File: config.mk
export PLATFORM = sky130hd
export DESIGN_NAME = arithUnit
export DESIGN_NICKNAME = d
export VERILOG_FILES = /design/src/arithTypes.sv /design/src/arithCtrl.sv /design/src/claAdder.sv /design/src/shiftAddMult.sv /design/src/accumUnit.sv /design/src/arithControl.sv /design/src/arithUnit.sv
export SDC_FILE = /design/constraint.sdc
export NUM_CORES = 1
export LEC_CHECK = 0
export ABC_AREA = 1
export BUFFER_PORTS_ARGS = -buffer_cell sky130_fd_sc_hd__buf_2
export CAP_MARGIN = 30
export CORE_MARGIN = 3
export CORE_UTILIZATION = 55
export DETAILED_ROUTE_END_ITERATION = 10
export GPL_ROUTABILITY_DRIVEN = 1
export GPL_TIMING_DRIVEN = 0
export PLACE_DENSITY = 0.79
export SLEW_MARGIN = 5
export SYNTH_ARGS = -nofsm -noshare
export SYNTH_HDL_FRONTEND = slang
export SYNTH_SLANG_ARGS = --single-unit
File: constraint.sdc
create_clock -name C -period 3.1 [get_ports C]
set_input_delay 0.62 -clock C [delete_from_list [all_inputs] [get_ports C]]
set_output_delay 0.62 -clock C [all_outputs]
set_load 0.005 [all_outputs]
File: src/arithTypes.sv
/* Data widths of the arithmetic unit and the typedefs of its data vectors. */

`default_nettype none

package arithTypes;

  localparam int DataWidth  = 16;                // Accumulator width.
  localparam int HalfWidth  = 8;                 // Multiplier operand width.
  localparam int GroupWidth = 4;                 // Width of one lookahead group.
  localparam int MultSteps  = 8;                 // One iteration per multiplier bit.

  typedef logic [DataWidth-1:0] dataWord;        // Accumulator, operand and product.
  typedef logic [HalfWidth-1:0] halfWord;        // One half of an operand.
  typedef logic [1:0]           shiftAmt;        // Right shift count for SHR.

endpackage

`default_nettype wire

File: src/arithCtrl.sv
/* Host opcodes, command and response structs, accumulator operations
   and the control state encoding. */

`default_nettype none

package arithCtrl;

  ////////////////////
  // Host side.

  typedef enum logic [2:0] {
    OpClear, OpLoad, OpAdd, OpSub, OpMac, OpShr
  } opCode;

  typedef struct packed {
    opCode               op;                     // Requested operation.
    arithTypes::dataWord operand;                // Data word or packed halves.
  } hostCmd;

  typedef struct packed {
    arithTypes::dataWord acc;                    // Accumulator after the command.
    logic                carry;                  // Carry out of the last operation.
  } hostRsp;

  ////////////////////
  // Internal sequencing.

  typedef enum logic [2:0] {
    AccHold, AccClear, AccLoad, AccAdd, AccSub, AccMac, AccShr
  } accOp;

  typedef enum logic [2:0] {
    Idle, Exec, MultWait, Accum, Ack, Release
  } ctrlState;

endpackage

`default_nettype wire

File: src/claAdder.sv
/* Combinational 16-bit carry-lookahead adder with four 4-bit groups
   and a block carry unit. */

`default_nettype none

module claAdder
(
  input  arithTypes::dataWord a,
  input  arithTypes::dataWord b,
  input  logic                cin,
  output arithTypes::dataWord sum,
  output logic                cout
);

  arithTypes::dataWord bitProp;                  // Per bit propagate.
  arithTypes::dataWord bitGen;                   // Per bit generate.

  logic [arithTypes::DataWidth/arithTypes::GroupWidth-1:0] grpProp;
  logic [arithTypes::DataWidth/arithTypes::GroupWidth-1:0] grpGen;
  logic [arithTypes::DataWidth/arithTypes::GroupWidth:0]   grpCarry;

  assign bitProp = a ^ b;
  assign bitGen  = a & b;

  ////////////////////
  // Block lookahead unit.

  assign grpCarry[0] = cin;
  assign grpCarry[1] = grpGen[0] | (grpProp[0] & cin);
  assign grpCarry[2] = grpGen[1] | (grpProp[1] & grpGen[0])
                     | (grpProp[1] & grpProp[0] & cin);
  assign grpCarry[3] = grpGen[2] | (grpProp[2] & grpGen[1])
                     | (grpProp[2] & grpProp[1] & grpGen[0])
                     | (grpProp[2] & grpProp[1] & grpProp[0] & cin);
  assign grpCarry[4] = grpGen[3] | (grpProp[3] & grpGen[2])
                     | (grpProp[3] & grpProp[2] & grpGen[1])
                     | (grpProp[3] & grpProp[2] & grpProp[1] & grpGen[0])
                     | (grpProp[3] & grpProp[2] & grpProp[1] & grpProp[0] & cin);
  assign cout = grpCarry[4];

  ////////////////////
  // Lookahead inside each group.

  for (genvar k = 0; k < arithTypes::DataWidth / arithTypes::GroupWidth; k++)
  begin : group
    logic [arithTypes::GroupWidth-1:0] prop;
    logic [arithTypes::GroupWidth-1:0] gen;
    logic [arithTypes::GroupWidth-1:0] inCarry; // Carry into each bit of the group.

    assign prop = bitProp[k*arithTypes::GroupWidth +: arithTypes::GroupWidth];
    assign gen  = bitGen[k*arithTypes::GroupWidth +: arithTypes::GroupWidth];

    assign inCarry[0] = grpCarry[k];
    assign inCarry[1] = gen[0] | (prop[0] & grpCarry[k]);
    assign inCarry[2] = gen[1] | (prop[1] & gen[0]) | (prop[1] & prop[0] & grpCarry[k]);
    assign inCarry[3] = gen[2] | (prop[2] & gen[1]) | (prop[2] & prop[1] & gen[0])
                      | (prop[2] & prop[1] & prop[0] & grpCarry[k]);

    assign grpProp[k] = &prop;                   // Group passes a carry straight through.
    assign grpGen[k]  = gen[3] | (prop[3] & gen[2]) | (prop[3] & prop[2] & gen[1])
                      | (prop[3] & prop[2] & prop[1] & gen[0]);

    assign sum[k*arithTypes::GroupWidth +: arithTypes::GroupWidth] = prop ^ inCarry;
  end

endmodule

`default_nettype wire

File: src/shiftAddMult.sv
/* Iterative 8x8 unsigned shift-add multiplier with start and done. */

`default_nettype none

module shiftAddMult
(
  input  logic                C,
  input  logic                CLR,
  input  logic                start,
  input  arithTypes::halfWord multiplicand,
  input  arithTypes::halfWord multiplier,
  output arithTypes::dataWord product,
  output logic                done
);

  arithTypes::dataWord mcandReg;                 // Multiplicand, shifted left each step.
  arithTypes::halfWord mplierReg;                // Multiplier, shifted right each step.
  arithTypes::dataWord partial;                  // Running partial product.
  arithTypes::dataWord stepSum;
  logic                busy;
  logic [$clog2(arithTypes::MultSteps)-1:0] stepCount;

  claAdder stepAdder
  (
    .a    (partial),
    .b    (mcandReg),
    .cin  (1'b0),
    .sum  (stepSum),
    .cout ()                                     // An 8x8 product never exceeds 16 bits.
  );

  ////////////////////
  // Step sequencing.

  always_ff @(posedge C or posedge CLR)
  begin
    if (CLR)
    begin
      busy      <= 1'b0;
      stepCount <= '0;
      done      <= 1'b0;
    end
    else
    begin
      done <= 1'b0;
      if (start)
      begin
        busy      <= 1'b1;
        stepCount <= '0;
      end
      else if (busy)
      begin
        stepCount <= stepCount + 1;
        if (int'(stepCount) == arithTypes::MultSteps - 1)
        begin
          busy <= 1'b0;
          done <= 1'b1;                          // Partial product is final at this edge.
        end
      end
    end
  end

  always_ff @(posedge C)
  begin
    if (start)
    begin
      mcandReg  <= {{(arithTypes::DataWidth - arithTypes::HalfWidth){1'b0}}, multiplicand};
      mplierReg <= multiplier;
      partial   <= '0;
    end
    else if (busy)
    begin
      if (mplierReg[0])
        partial <= stepSum;                      // Add this weight of the multiplicand.
      mcandReg  <= mcandReg << 1;
      mplierReg <= mplierReg >> 1;
    end
  end

  assign product = partial;

endmodule

`default_nettype wire

File: src/accumUnit.sv
/* Accumulator and carry registers, next value selection and shift divider. */

`default_nettype none

module accumUnit
(
  input  logic                C,
  input  logic                CLR,
  input  arithCtrl::accOp     operation,
  input  arithTypes::dataWord operand,
  input  arithTypes::dataWord product,
  output arithTypes::dataWord acc,
  output logic                carry
);

  arithTypes::dataWord adderB;
  logic                adderCin;
  arithTypes::dataWord adderSum;
  logic                adderCout;
  arithTypes::shiftAmt shiftCount;
  arithTypes::dataWord accNext;
  logic                carryNext;

  claAdder accAdder
  (
    .a    (acc),
    .b    (adderB),
    .cin  (adderCin),
    .sum  (adderSum),
    .cout (adderCout)
  );

  assign shiftCount = operand[1:0];              // Divide by 1, 2, 4 or 8.

  always_comb
  begin
    adderB   = operand;
    adderCin = 1'b0;
    case (operation)
      arithCtrl::AccSub:
      begin
        adderB   = ~operand;                     // Two's complement subtraction.
        adderCin = 1'b1;
      end
      arithCtrl::AccMac: adderB = product;
      default: ;
    endcase
  end

  always_comb
  begin
    accNext   = acc;
    carryNext = carry;
    case (operation)
      arithCtrl::AccClear:
      begin
        accNext   = '0;
        carryNext = 1'b0;
      end
      arithCtrl::AccLoad:
      begin
        accNext   = operand;
        carryNext = 1'b0;
      end
      arithCtrl::AccAdd, arithCtrl::AccSub, arithCtrl::AccMac:
      begin
        accNext   = adderSum;
        carryNext = adderCout;                   // For SUB this means no borrow.
      end
      arithCtrl::AccShr:
      begin
        accNext   = acc >> shiftCount;           // Zeros enter at the top.
        carryNext = 1'b0;
      end
      default: ;
    endcase
  end

  always_ff @(posedge C or posedge CLR)
  begin
    if (CLR)
    begin
      acc   <= '0;
      carry <= 1'b0;
    end
    else
    begin
      acc   <= accNext;
      carry <= carryNext;
    end
  end

endmodule

`default_nettype wire

File: src/arithControl.sv
/* Control FSM for the req/ack handshake and command sequencing. */

`default_nettype none

module arithControl
(
  input  logic            C,
  input  logic            CLR,
  input  logic            req,
  input  arithCtrl::opCode op,
  output logic            ack,
  output arithCtrl::accOp accOperation,
  output logic            multStart,
  input  logic            multDone
);

  arithCtrl::ctrlState state;
  arithCtrl::ctrlState nextState;

  always_ff @(posedge C or posedge CLR)
  begin
    if (CLR)
      state <= arithCtrl::Idle;
    else
      state <= nextState;
  end

  ////////////////////
  // Next state and datapath controls.

  always_comb
  begin
    nextState    = state;
    accOperation = arithCtrl::AccHold;
    multStart    = 1'b0;
    case (state)
      arithCtrl::Idle:
      begin
        if (req)
          nextState = arithCtrl::Exec;
      end
      arithCtrl::Exec:
      begin
        if (op == arithCtrl::OpMac)
        begin
          multStart = 1'b1;                      // Multiplier samples the halves here.
          nextState = arithCtrl::MultWait;
        end
        else
        begin
          case (op)
            arithCtrl::OpClear: accOperation = arithCtrl::AccClear;
            arithCtrl::OpLoad:  accOperation = arithCtrl::AccLoad;
            arithCtrl::OpAdd:   accOperation = arithCtrl::AccAdd;
            arithCtrl::OpSub:   accOperation = arithCtrl::AccSub;
            arithCtrl::OpShr:   accOperation = arithCtrl::AccShr;
            default:            accOperation = arithCtrl::AccHold;
          endcase
          nextState = arithCtrl::Ack;            // Accumulator updates at the same edge.
        end
      end
      arithCtrl::MultWait:
      begin
        if (multDone)
          nextState = arithCtrl::Accum;
      end
      arithCtrl::Accum:
      begin
        accOperation = arithCtrl::AccMac;
        nextState    = arithCtrl::Ack;
      end
      arithCtrl::Ack:
      begin
        if (!req)
          nextState = arithCtrl::Release;        // Host has taken the response.
      end
      arithCtrl::Release: nextState = arithCtrl::Idle;
      default:            nextState = arithCtrl::Idle;
    endcase
  end

  // Response is complete for as long as the FSM sits in Ack.
  assign ack = (state == arithCtrl::Ack);

endmodule

`default_nettype wire

File: src/arithUnit.sv
/* Top level of the serial arithmetic unit with control and datapath. */

`default_nettype none

module arithUnit
(
  input  logic              C,
  input  logic              CLR,
  input  logic              req,
  input  arithCtrl::hostCmd cmd,
  output logic              ack,
  output arithCtrl::hostRsp rsp
);

  arithCtrl::accOp     accOperation;
  logic                multStart;
  logic                multDone;
  arithTypes::halfWord multiplicand;
  arithTypes::halfWord multiplier;
  arithTypes::dataWord product;
  arithTypes::dataWord acc;
  logic                carry;

  assign multiplicand = cmd.operand[arithTypes::DataWidth-1:arithTypes::HalfWidth];
  assign multiplier   = cmd.operand[arithTypes::HalfWidth-1:0];

  arithControl control
  (
    .C            (C),
    .CLR          (CLR),
    .req          (req),
    .op           (cmd.op),
    .ack          (ack),
    .accOperation (accOperation),
    .multStart    (multStart),
    .multDone     (multDone)
  );

  shiftAddMult mult
  (
    .C            (C),
    .CLR          (CLR),
    .start        (multStart),
    .multiplicand (multiplicand),
    .multiplier   (multiplier),
    .product      (product),
    .done         (multDone)
  );

  accumUnit accum
  (
    .C         (C),
    .CLR       (CLR),
    .operation (accOperation),
    .operand   (cmd.operand),
    .product   (product),
    .acc       (acc),
    .carry     (carry)
  );

  assign rsp = '{acc: acc, carry: carry};

endmodule

`default_nettype wire

Yosys cells after proc, flatten, opt, wreduce, memory -nomap -nowiden. Cells that the tools add are included.

Add/subtract/negate cells: 1. Shifts and indexed selects: 1. Bitwise operators: 214. Equal/unequal tests: 19. Reduce and logical (&&, ||, !) cells: 15. Multiplexer cells: 26.

Operator list (number): AND 1 bit (122); bitwise OR 1 bit (79); case mux 16 bit (4 select lines) (1); two-way mux 8 bit (4); case mux 16 bit (2 select lines) (1); bitwise XOR 16 bit (2); bitwise XOR 4 bit (8); case mux 3 bit (5 select lines) (2); AND reduction 4 bit (6); two-way mux 3 bit (7); equality test 3 x 2 -> 1 bit, second input constant (6); equality test 3 bit, second input constant (6); AND 16 bit (1); inverter 16 bit (1); >> shifter 16 x 2 -> 16 bit (1); AND 15 bit (1); equality test 3 x 1 -> 1 bit, second input constant (4); two-way mux 1 bit (9); logical NOT 3 bit (2); case mux 3 bit (2 select lines) (1); OR reduction 3 bit (2); != test 2 bit, second input constant (2); nonzero test 2 bit (2); nonzero test 4 bit (1); 5 further kinds (5).

Register bits after elaboration: 65. Input port bits: 22. Word-level logic and storage cells: 286. Output and inout bits: 18.

Depth between registers and ports, before layout.
Depth after elaboration: 19. Gate-level depth with buffers: 22. Gate-level depth less buffers: 22.

Cells and area by module. Synthesis repeated with hierarchy kept, for this count alone.

Cell total of the unflattened synthesis: 773. Area total of the unflattened synthesis: 5201.2 µm².

By module, submodules not included: shiftAddMult (cells an instance 226, instances 1, seq. area each 1086.0 µm², area an instance 1819.2 µm²); accumUnit (cells an instance 260, instances 1, seq. area each 425.4 µm², area an instance 1566.5 µm²); claAdder at accum.accAdder (cells an instance 125, instances 1, seq. area each 0.0 µm², area an instance 808.3 µm²); claAdder at mult.stepAdder (cells an instance 122, instances 1, seq. area each 0.0 µm², area an instance 764.5 µm²); arithControl (cells an instance 39, instances 1, seq. area each 75.1 µm², area an instance 235.2 µm²); arithUnit (cells an instance 1, instances 1, seq. area each 0.0 µm², area an instance 7.5 µm²).

Least setup slack after synthesis. No wires, ideal clock.

Path kind: input-to-reg. From: in cmd[16] (netlist bit). To: reg accum.acc[13]. Setup time: 0.138 ns. Data required time: 2.962 ns. Arrival time: 3.163 ns. Stages: 19. Setup slack: -0.201 ns. Path buffers: 1. Cell sequence: nor2_1 > nor2_4 > nand2_4 > clkinv_4 > nor2_2 > clkbuf_1 > o21ai_0 > ha_1 > nand2_1 > nor2_1 > nand2_1 > nor2_1 > nand3_1 > nand3_1 > inv_1 > fa_1 > xnor2_1 > nand2_1 > o2111ai_1.

Longest elaborated chain between the ends: 19. Elaborated cells between the ends (all ways): 60. Classes of those cells: eq/ne (11); mux (6); bitwise (37); reduce/logical (6).

RTL lines: from (decl) (line arithUnit.sv:10) `input arithCtrl::hostCmd cmd,`; equality test 3 bit, or another cell as far along (line arithControl.sv:51) `case (op)`; case mux 3 bit (5 select lines) (line arithControl.sv:51); two-way mux 3 bit (*) (line arithControl.sv:44) `if (op == arithCtrl::OpMac)`; case mux 3 bit (2 select lines) (*) (line arithControl.sv:36) `case (state)`; equality test 3 bit (line accumUnit.sv:39, accumUnit.sv:54); case mux 16 bit (2 select lines) (line accumUnit.sv:39) `case (operation)`; bitwise XOR 16 bit / AND 16 bit (equally long branches) (line claAdder.sv:22, claAdder.sv:23); AND 1 bit (on tied branches) (line claAdder.sv:60, claAdder.sv:61); (+3 left out); AND 1 bit (line claAdder.sv:32) `assign grpCarry[3] = grpGen[2] | (grpProp[2] & grpGen[1])`; bitwise OR 1 bit (line claAdder.sv:32); bitwise OR 1 bit (line claAdder.sv:33) `| (grpProp[2] & grpProp[1] & grpGen[0])`; bitwise OR 1 bit (line claAdder.sv:34) `| (grpProp[2] & grpProp[1] & grpProp[0] & cin);`; AND 1 bit (line claAdder.sv:54) `assign inCarry[1] = gen[0] | (prop[0] & grpCarry[k]);`; bitwise OR 1 bit (line claAdder.sv:54); bitwise XOR 4 bit (line claAdder.sv:63) `assign sum[k*arithTypes::GroupWidth +: arithTypes::GroupWidth] = prop ^ inCarry;`; case mux 16 bit (4 select lines) (line accumUnit.sv:54) `case (operation)`; to (signal assigned) (line accumUnit.sv:88) `acc <= accNext;`; to (decl) (line accumUnit.sv:12) `output arithTypes::dataWord acc,`.

Every way passes the cells marked *; elsewhere a longest branch is shown, timed or not. A chain may end at the register's enable or synchronous reset.

Worst setup path after layout.
From: reg control.state[2]. To: reg accum.acc[13].

Longest elaborated chain between the ends: 17. Elaborated cells between the ends (all ways): 54. Classes of those cells: eq/ne (8); mux (4); bitwise (37); reduce/logical (5).

RTL lines: from (decl) (line arithControl.sv:17) `arithCtrl::ctrlState state;`; from (signal assigned) (line arithControl.sv:23) `state <= arithCtrl::Idle;`; from (signal assigned) (line arithControl.sv:25) `state <= nextState;`; equality test 3 x 2 -> 1 bit / equality test 3 x 1 -> 1 bit (equally long branches) (line arithControl.sv:36); case mux 3 bit (2 select lines) (*) (line arithControl.sv:36); equality test 3 bit (line accumUnit.sv:39, accumUnit.sv:54); case mux 16 bit (2 select lines) (line accumUnit.sv:39); bitwise XOR 16 bit / AND 16 bit (equally long branches) (line claAdder.sv:22, claAdder.sv:23); AND 1 bit (on tied branches) (line claAdder.sv:60, claAdder.sv:61); bitwise OR 1 bit, or another cell as far along (line claAdder.sv:60) `assign grpGen[k] = gen[3] | (prop[3] & gen[2]) | (prop[3] & prop[2] & gen[1])`; bitwise OR 1 bit / AND 1 bit (equally long branches) (line claAdder.sv:60, claAdder.sv:61); bitwise OR 1 bit (line claAdder.sv:61) `| (prop[3] & prop[2] & prop[1] & gen[0]);`; AND 1 bit (line claAdder.sv:32); bitwise OR 1 bit (line claAdder.sv:32); bitwise OR 1 bit (line claAdder.sv:33); bitwise OR 1 bit (line claAdder.sv:34); AND 1 bit (line claAdder.sv:54); bitwise OR 1 bit (line claAdder.sv:54); bitwise XOR 4 bit (line claAdder.sv:63); case mux 16 bit (4 select lines) (line accumUnit.sv:54).

Marked as above.

==> Flow_metrics.wiki <==
{| class="wikitable"
! Metric !! Value
|-
| P per Cell Area || 1070 nW/um2
|-
| Worst path required time || 3.32 ns
|-
| Reported leakage power || 0.00297 uW
|-
| Violated checks || negative setup slack
|-
| Worst min-delay path class || input port to async pin
|-
| Antenna violations before repair || 0
|-
| Endpoint arrival time on the critical path || 3.40 ns
|-
| Final hold violation count || 0
|-
| Final global-route overflow total || 0
|-
| Maximum buffer depth of the clock tree || 2
|-
| Summed area of non-filler cells in the final layout || 6230 um2
|-
| Count of standard-cell rows || 33
|-
| Fraction of layout cells with a size suffix above 1 || 25.3%
|-
| Fill count || 635
|-
| Post-layout min period || 3.18 ns
|-
| Sum of net half-perimeters after detailed placement || 11.0 mm
|-
| Core Footprint || 8420 um2
|-
| Final Cycle Share || 102%
|-
| Die area || 10,100 um2
|-
| Area Overhead vs Synth || 26.9%
|-
| I/O pin count || 40
|-
| Gate count after technology mapping || 687
|-
| Count of input and output buffers || 37
|-
| Number of synthesized register bits || 65
|-
| Clock latency reported for the late side of the worst-skew pair || 0.35 ns
|-
| Total Power Consumption || 6640 uW
|-
| Number of H-tree levels || 3
|-
| Number of remaining DRC errors || 0
|-
| Sequential element share of the synthesized area || 32.3%
|-
| Setup repair after global routing missed its margin || true
|-
| Starting Density || 58.3%
|-
| Net Count, Synth || 750
|-
| Measured slew at the worst slew-check pin || 0.719 ns
|-
| Async set or reset register ratio after synthesis || 38.5%
|-
| Cell variety after synth || 46
|-
| Global router's overall resource usage || 31.4%
|-
| Total number of vias || 5,253
|-
| Final worst setup slack || -0.0767 ns
|-
| Layout Skew || 0.00986 ns
|-
| Length of the first detailed-routing pass in iterations || 5
|-
| EDFF count, synth || 16
|-
| Largest net degree at the start of global routing || 20
|-
| Crit path max fanout || 6
|-
| First-pass GRT wire length || 24.9 mm
|-
| Width of the die || 100 um
|-
| Final net count || 842
|-
| Root Buffer || clkbuf_8
|-
| Setup crit end kind || flip-flop
|-
| Die span in y || 100 um
|-
| Maximum Capacitance Violations || 0
|-
| Max-slew violation count || 0
|-
| Final-report setup violation count || 4
|-
| Post-route ant nets || 0
|-
| Largest voltage drop on the vdd net || 0.463 mV
|-
| Commonest cells after routing, fill and taps aside || 173 x nand2_1, 69 x inv_1, 51 x o21ai_0
|-
| Number of warnings printed during yosys synthesis || 0
|-
| Fmax || 315 MHz
|-
| Category of the worst setup path launch point || flip-flop
|-
| Routability-driven placement congestion ratio || 0.969
|-
| Worst Setup Path Type || flip-flop to flip-flop
|-
| Clk pin slew, worst setup/hold paths || 0.08 ns
|-
| Outcome || finished, violations left
|-
| Routed wirelength normalized by instance count || 17.8 um
|-
| Most common cell after layout, fill and taps aside || nand2_1
|-
| Headroom to the max-slew limit || 51.9%
|-
| Post-synthesis cell area || 4910 um2
|-
| Routed vias/inst || 5.91
|-
| CTS tree || yes
|-
| Average size of a mapped cell || 7.15 um2
|-
| Placement-stage cell area || 5290 um2
|-
| Clk sink count || 65
|-
| Violation count after the first detailed-route iteration || 346
|-
| Overall routed net length || 15.8 mm
|-
| Number of global-route vias before repair || 5,166
|-
| Flip-flop cell with the highest count after synthesis || dfrtp_1
|-
| Final antenna diode count || 0
|-
| Total CTS buffers || 9
|}
area by class of cell:
cell class | instances | area (um2) | share of cell area, %
plain buffers | 26 | 149 | 2.39
clock buffers | 10 | 128 | 2.05
clock inverters | 6 | 106 | 1.71
inverters | 85 | 330 | 5.30
multi-input cells | 511 | 3230 | 51.8
flip-flops and latches | 65 | 1590 | 25.5
well taps | 105 | 131 | 2.11
repair buffers | 81 | 574 | 9.22
layer usage:
metal | vias to the layer above | global-route usage [%] | wire length [um] | share of wire [%]
met5 | - | 0 | 0 | 0
met4 | 0 | 11.1 | 367 | 2.3
met3 | 36 | 7.75 | 1390 | 8.8
met2 | 243 | 53.3 | 7800 | 49
met1 | 2491 | 38.9 | 6280 | 40
li1 | 2483 | - | - | -
registers in the layout, summed over array words and instances, names as in the netlist:
signal	count
control.state	3
mult.mcandReg	16
mult.stepCount	3
accum.acc	16
mult.done	1
mult.mplierReg	8
mult.busy	1
accum.carry	1
mult.product	16
logic make-up after synthesis:
kind of cell,after synthesis,synth area share (%)
AO/OA/AOI/OAI,156,18.3
multiplexers,2,0.408
buffers and inverters,111,9.04
adder cells (fa/ha/maj),41,11.7
AND/OR/NAND/NOR,299,26.0
XOR/XNOR,13,2.32
flip-flops,65,32.3
through the flow:
step	setup TNS [ns]	cells	hold WS, ns	utilization (%)	worst slack [ns]
floorplan	0	687	0.444	-	0.00258
global placement	-5.47	829	0.459	62.5	-0.714
detailed placement	-5.73	830	0.478	62.8	-0.715
CTS	-0.125	881	0.228	70.7	-0.0618
global route	-0.948	889	0.243	74.0	-0.219
finish	-0.228	889	0.223	74.0	-0.0767
Yosys cell counts (4+ instances only):
cell	number	share of area, %
ha_1	33	8.4
nand3_1	42	4.3
fa_1	8	3.3
inv_1	79	6.0
a22oi_1	12	1.8
nand4_1	6	0.76
nor2_1	42	3.2
o21ai_0	63	6.4
nand2_1	187	14
xnor2_1	8	1.4
dfrtp_1	25	13
a21oi_1	50	5.1
o2111ai_1	8	1.4
edfxtp_1	16	9.8
clkbuf_1	17	1.3
nor3_1	4	0.41
dfxtp_1	24	9.8
buf_2	6	0.61
xor2_1	5	0.89
inv_2	4	0.31
repair_timing:
action / in CTS / in global routing
pin swaps: 38 / 35
hold buffers: 0 / 0
hold endpoints to repair: 0 / 0
setup endpoints to repair: 10 / 11
setup buffers: 35 / 12
resized for setup: 54 / 51
final timing paths:
check                                  start           endpoint  slack (ns)  depth (start not counted)
setup / recovery            control.state[2]      accum.acc[13]       -0.08                         21
hold / removal                           CLR   control.state[0]        0.22                          2
setup reg to reg            control.state[2]      accum.acc[13]       -0.08                         21
hold reg to reg            mult.mcandReg[15]  mult.mcandReg[15]        0.50                          2
max in group asynchronous                CLR      accum.acc[14]        2.44                          3
min in group C             mult.mcandReg[15]  mult.mcandReg[15]        0.50                          2
power by group:
part	switching, uW	internal, uW
Combinational	2310	1710
Sequential	412	1320
Clock	360	531
worst max-delay path: stages (launching register included):
cell	delay [ns]
dfrtp_2	0.44
nor2_4	0.14
nand2_4	0.08
nor2_4	0.10
nand2_4	0.09
nand2_8	0.09
inv_6	0.03
buf_6	0.12
a22oi_2	0.16
o21ai_2	0.13
ha_4	0.31
nand2_2	0.09
nor2_4	0.18
nand2_2	0.09
nor2_4	0.09
nand3_2	0.10
nand3_2	0.11
inv_2	0.04
fa_2	0.33
xnor2_1	0.14
nand2_1	0.07
o2111ai_1	0.09
Power figures use the tool's default switching activity.
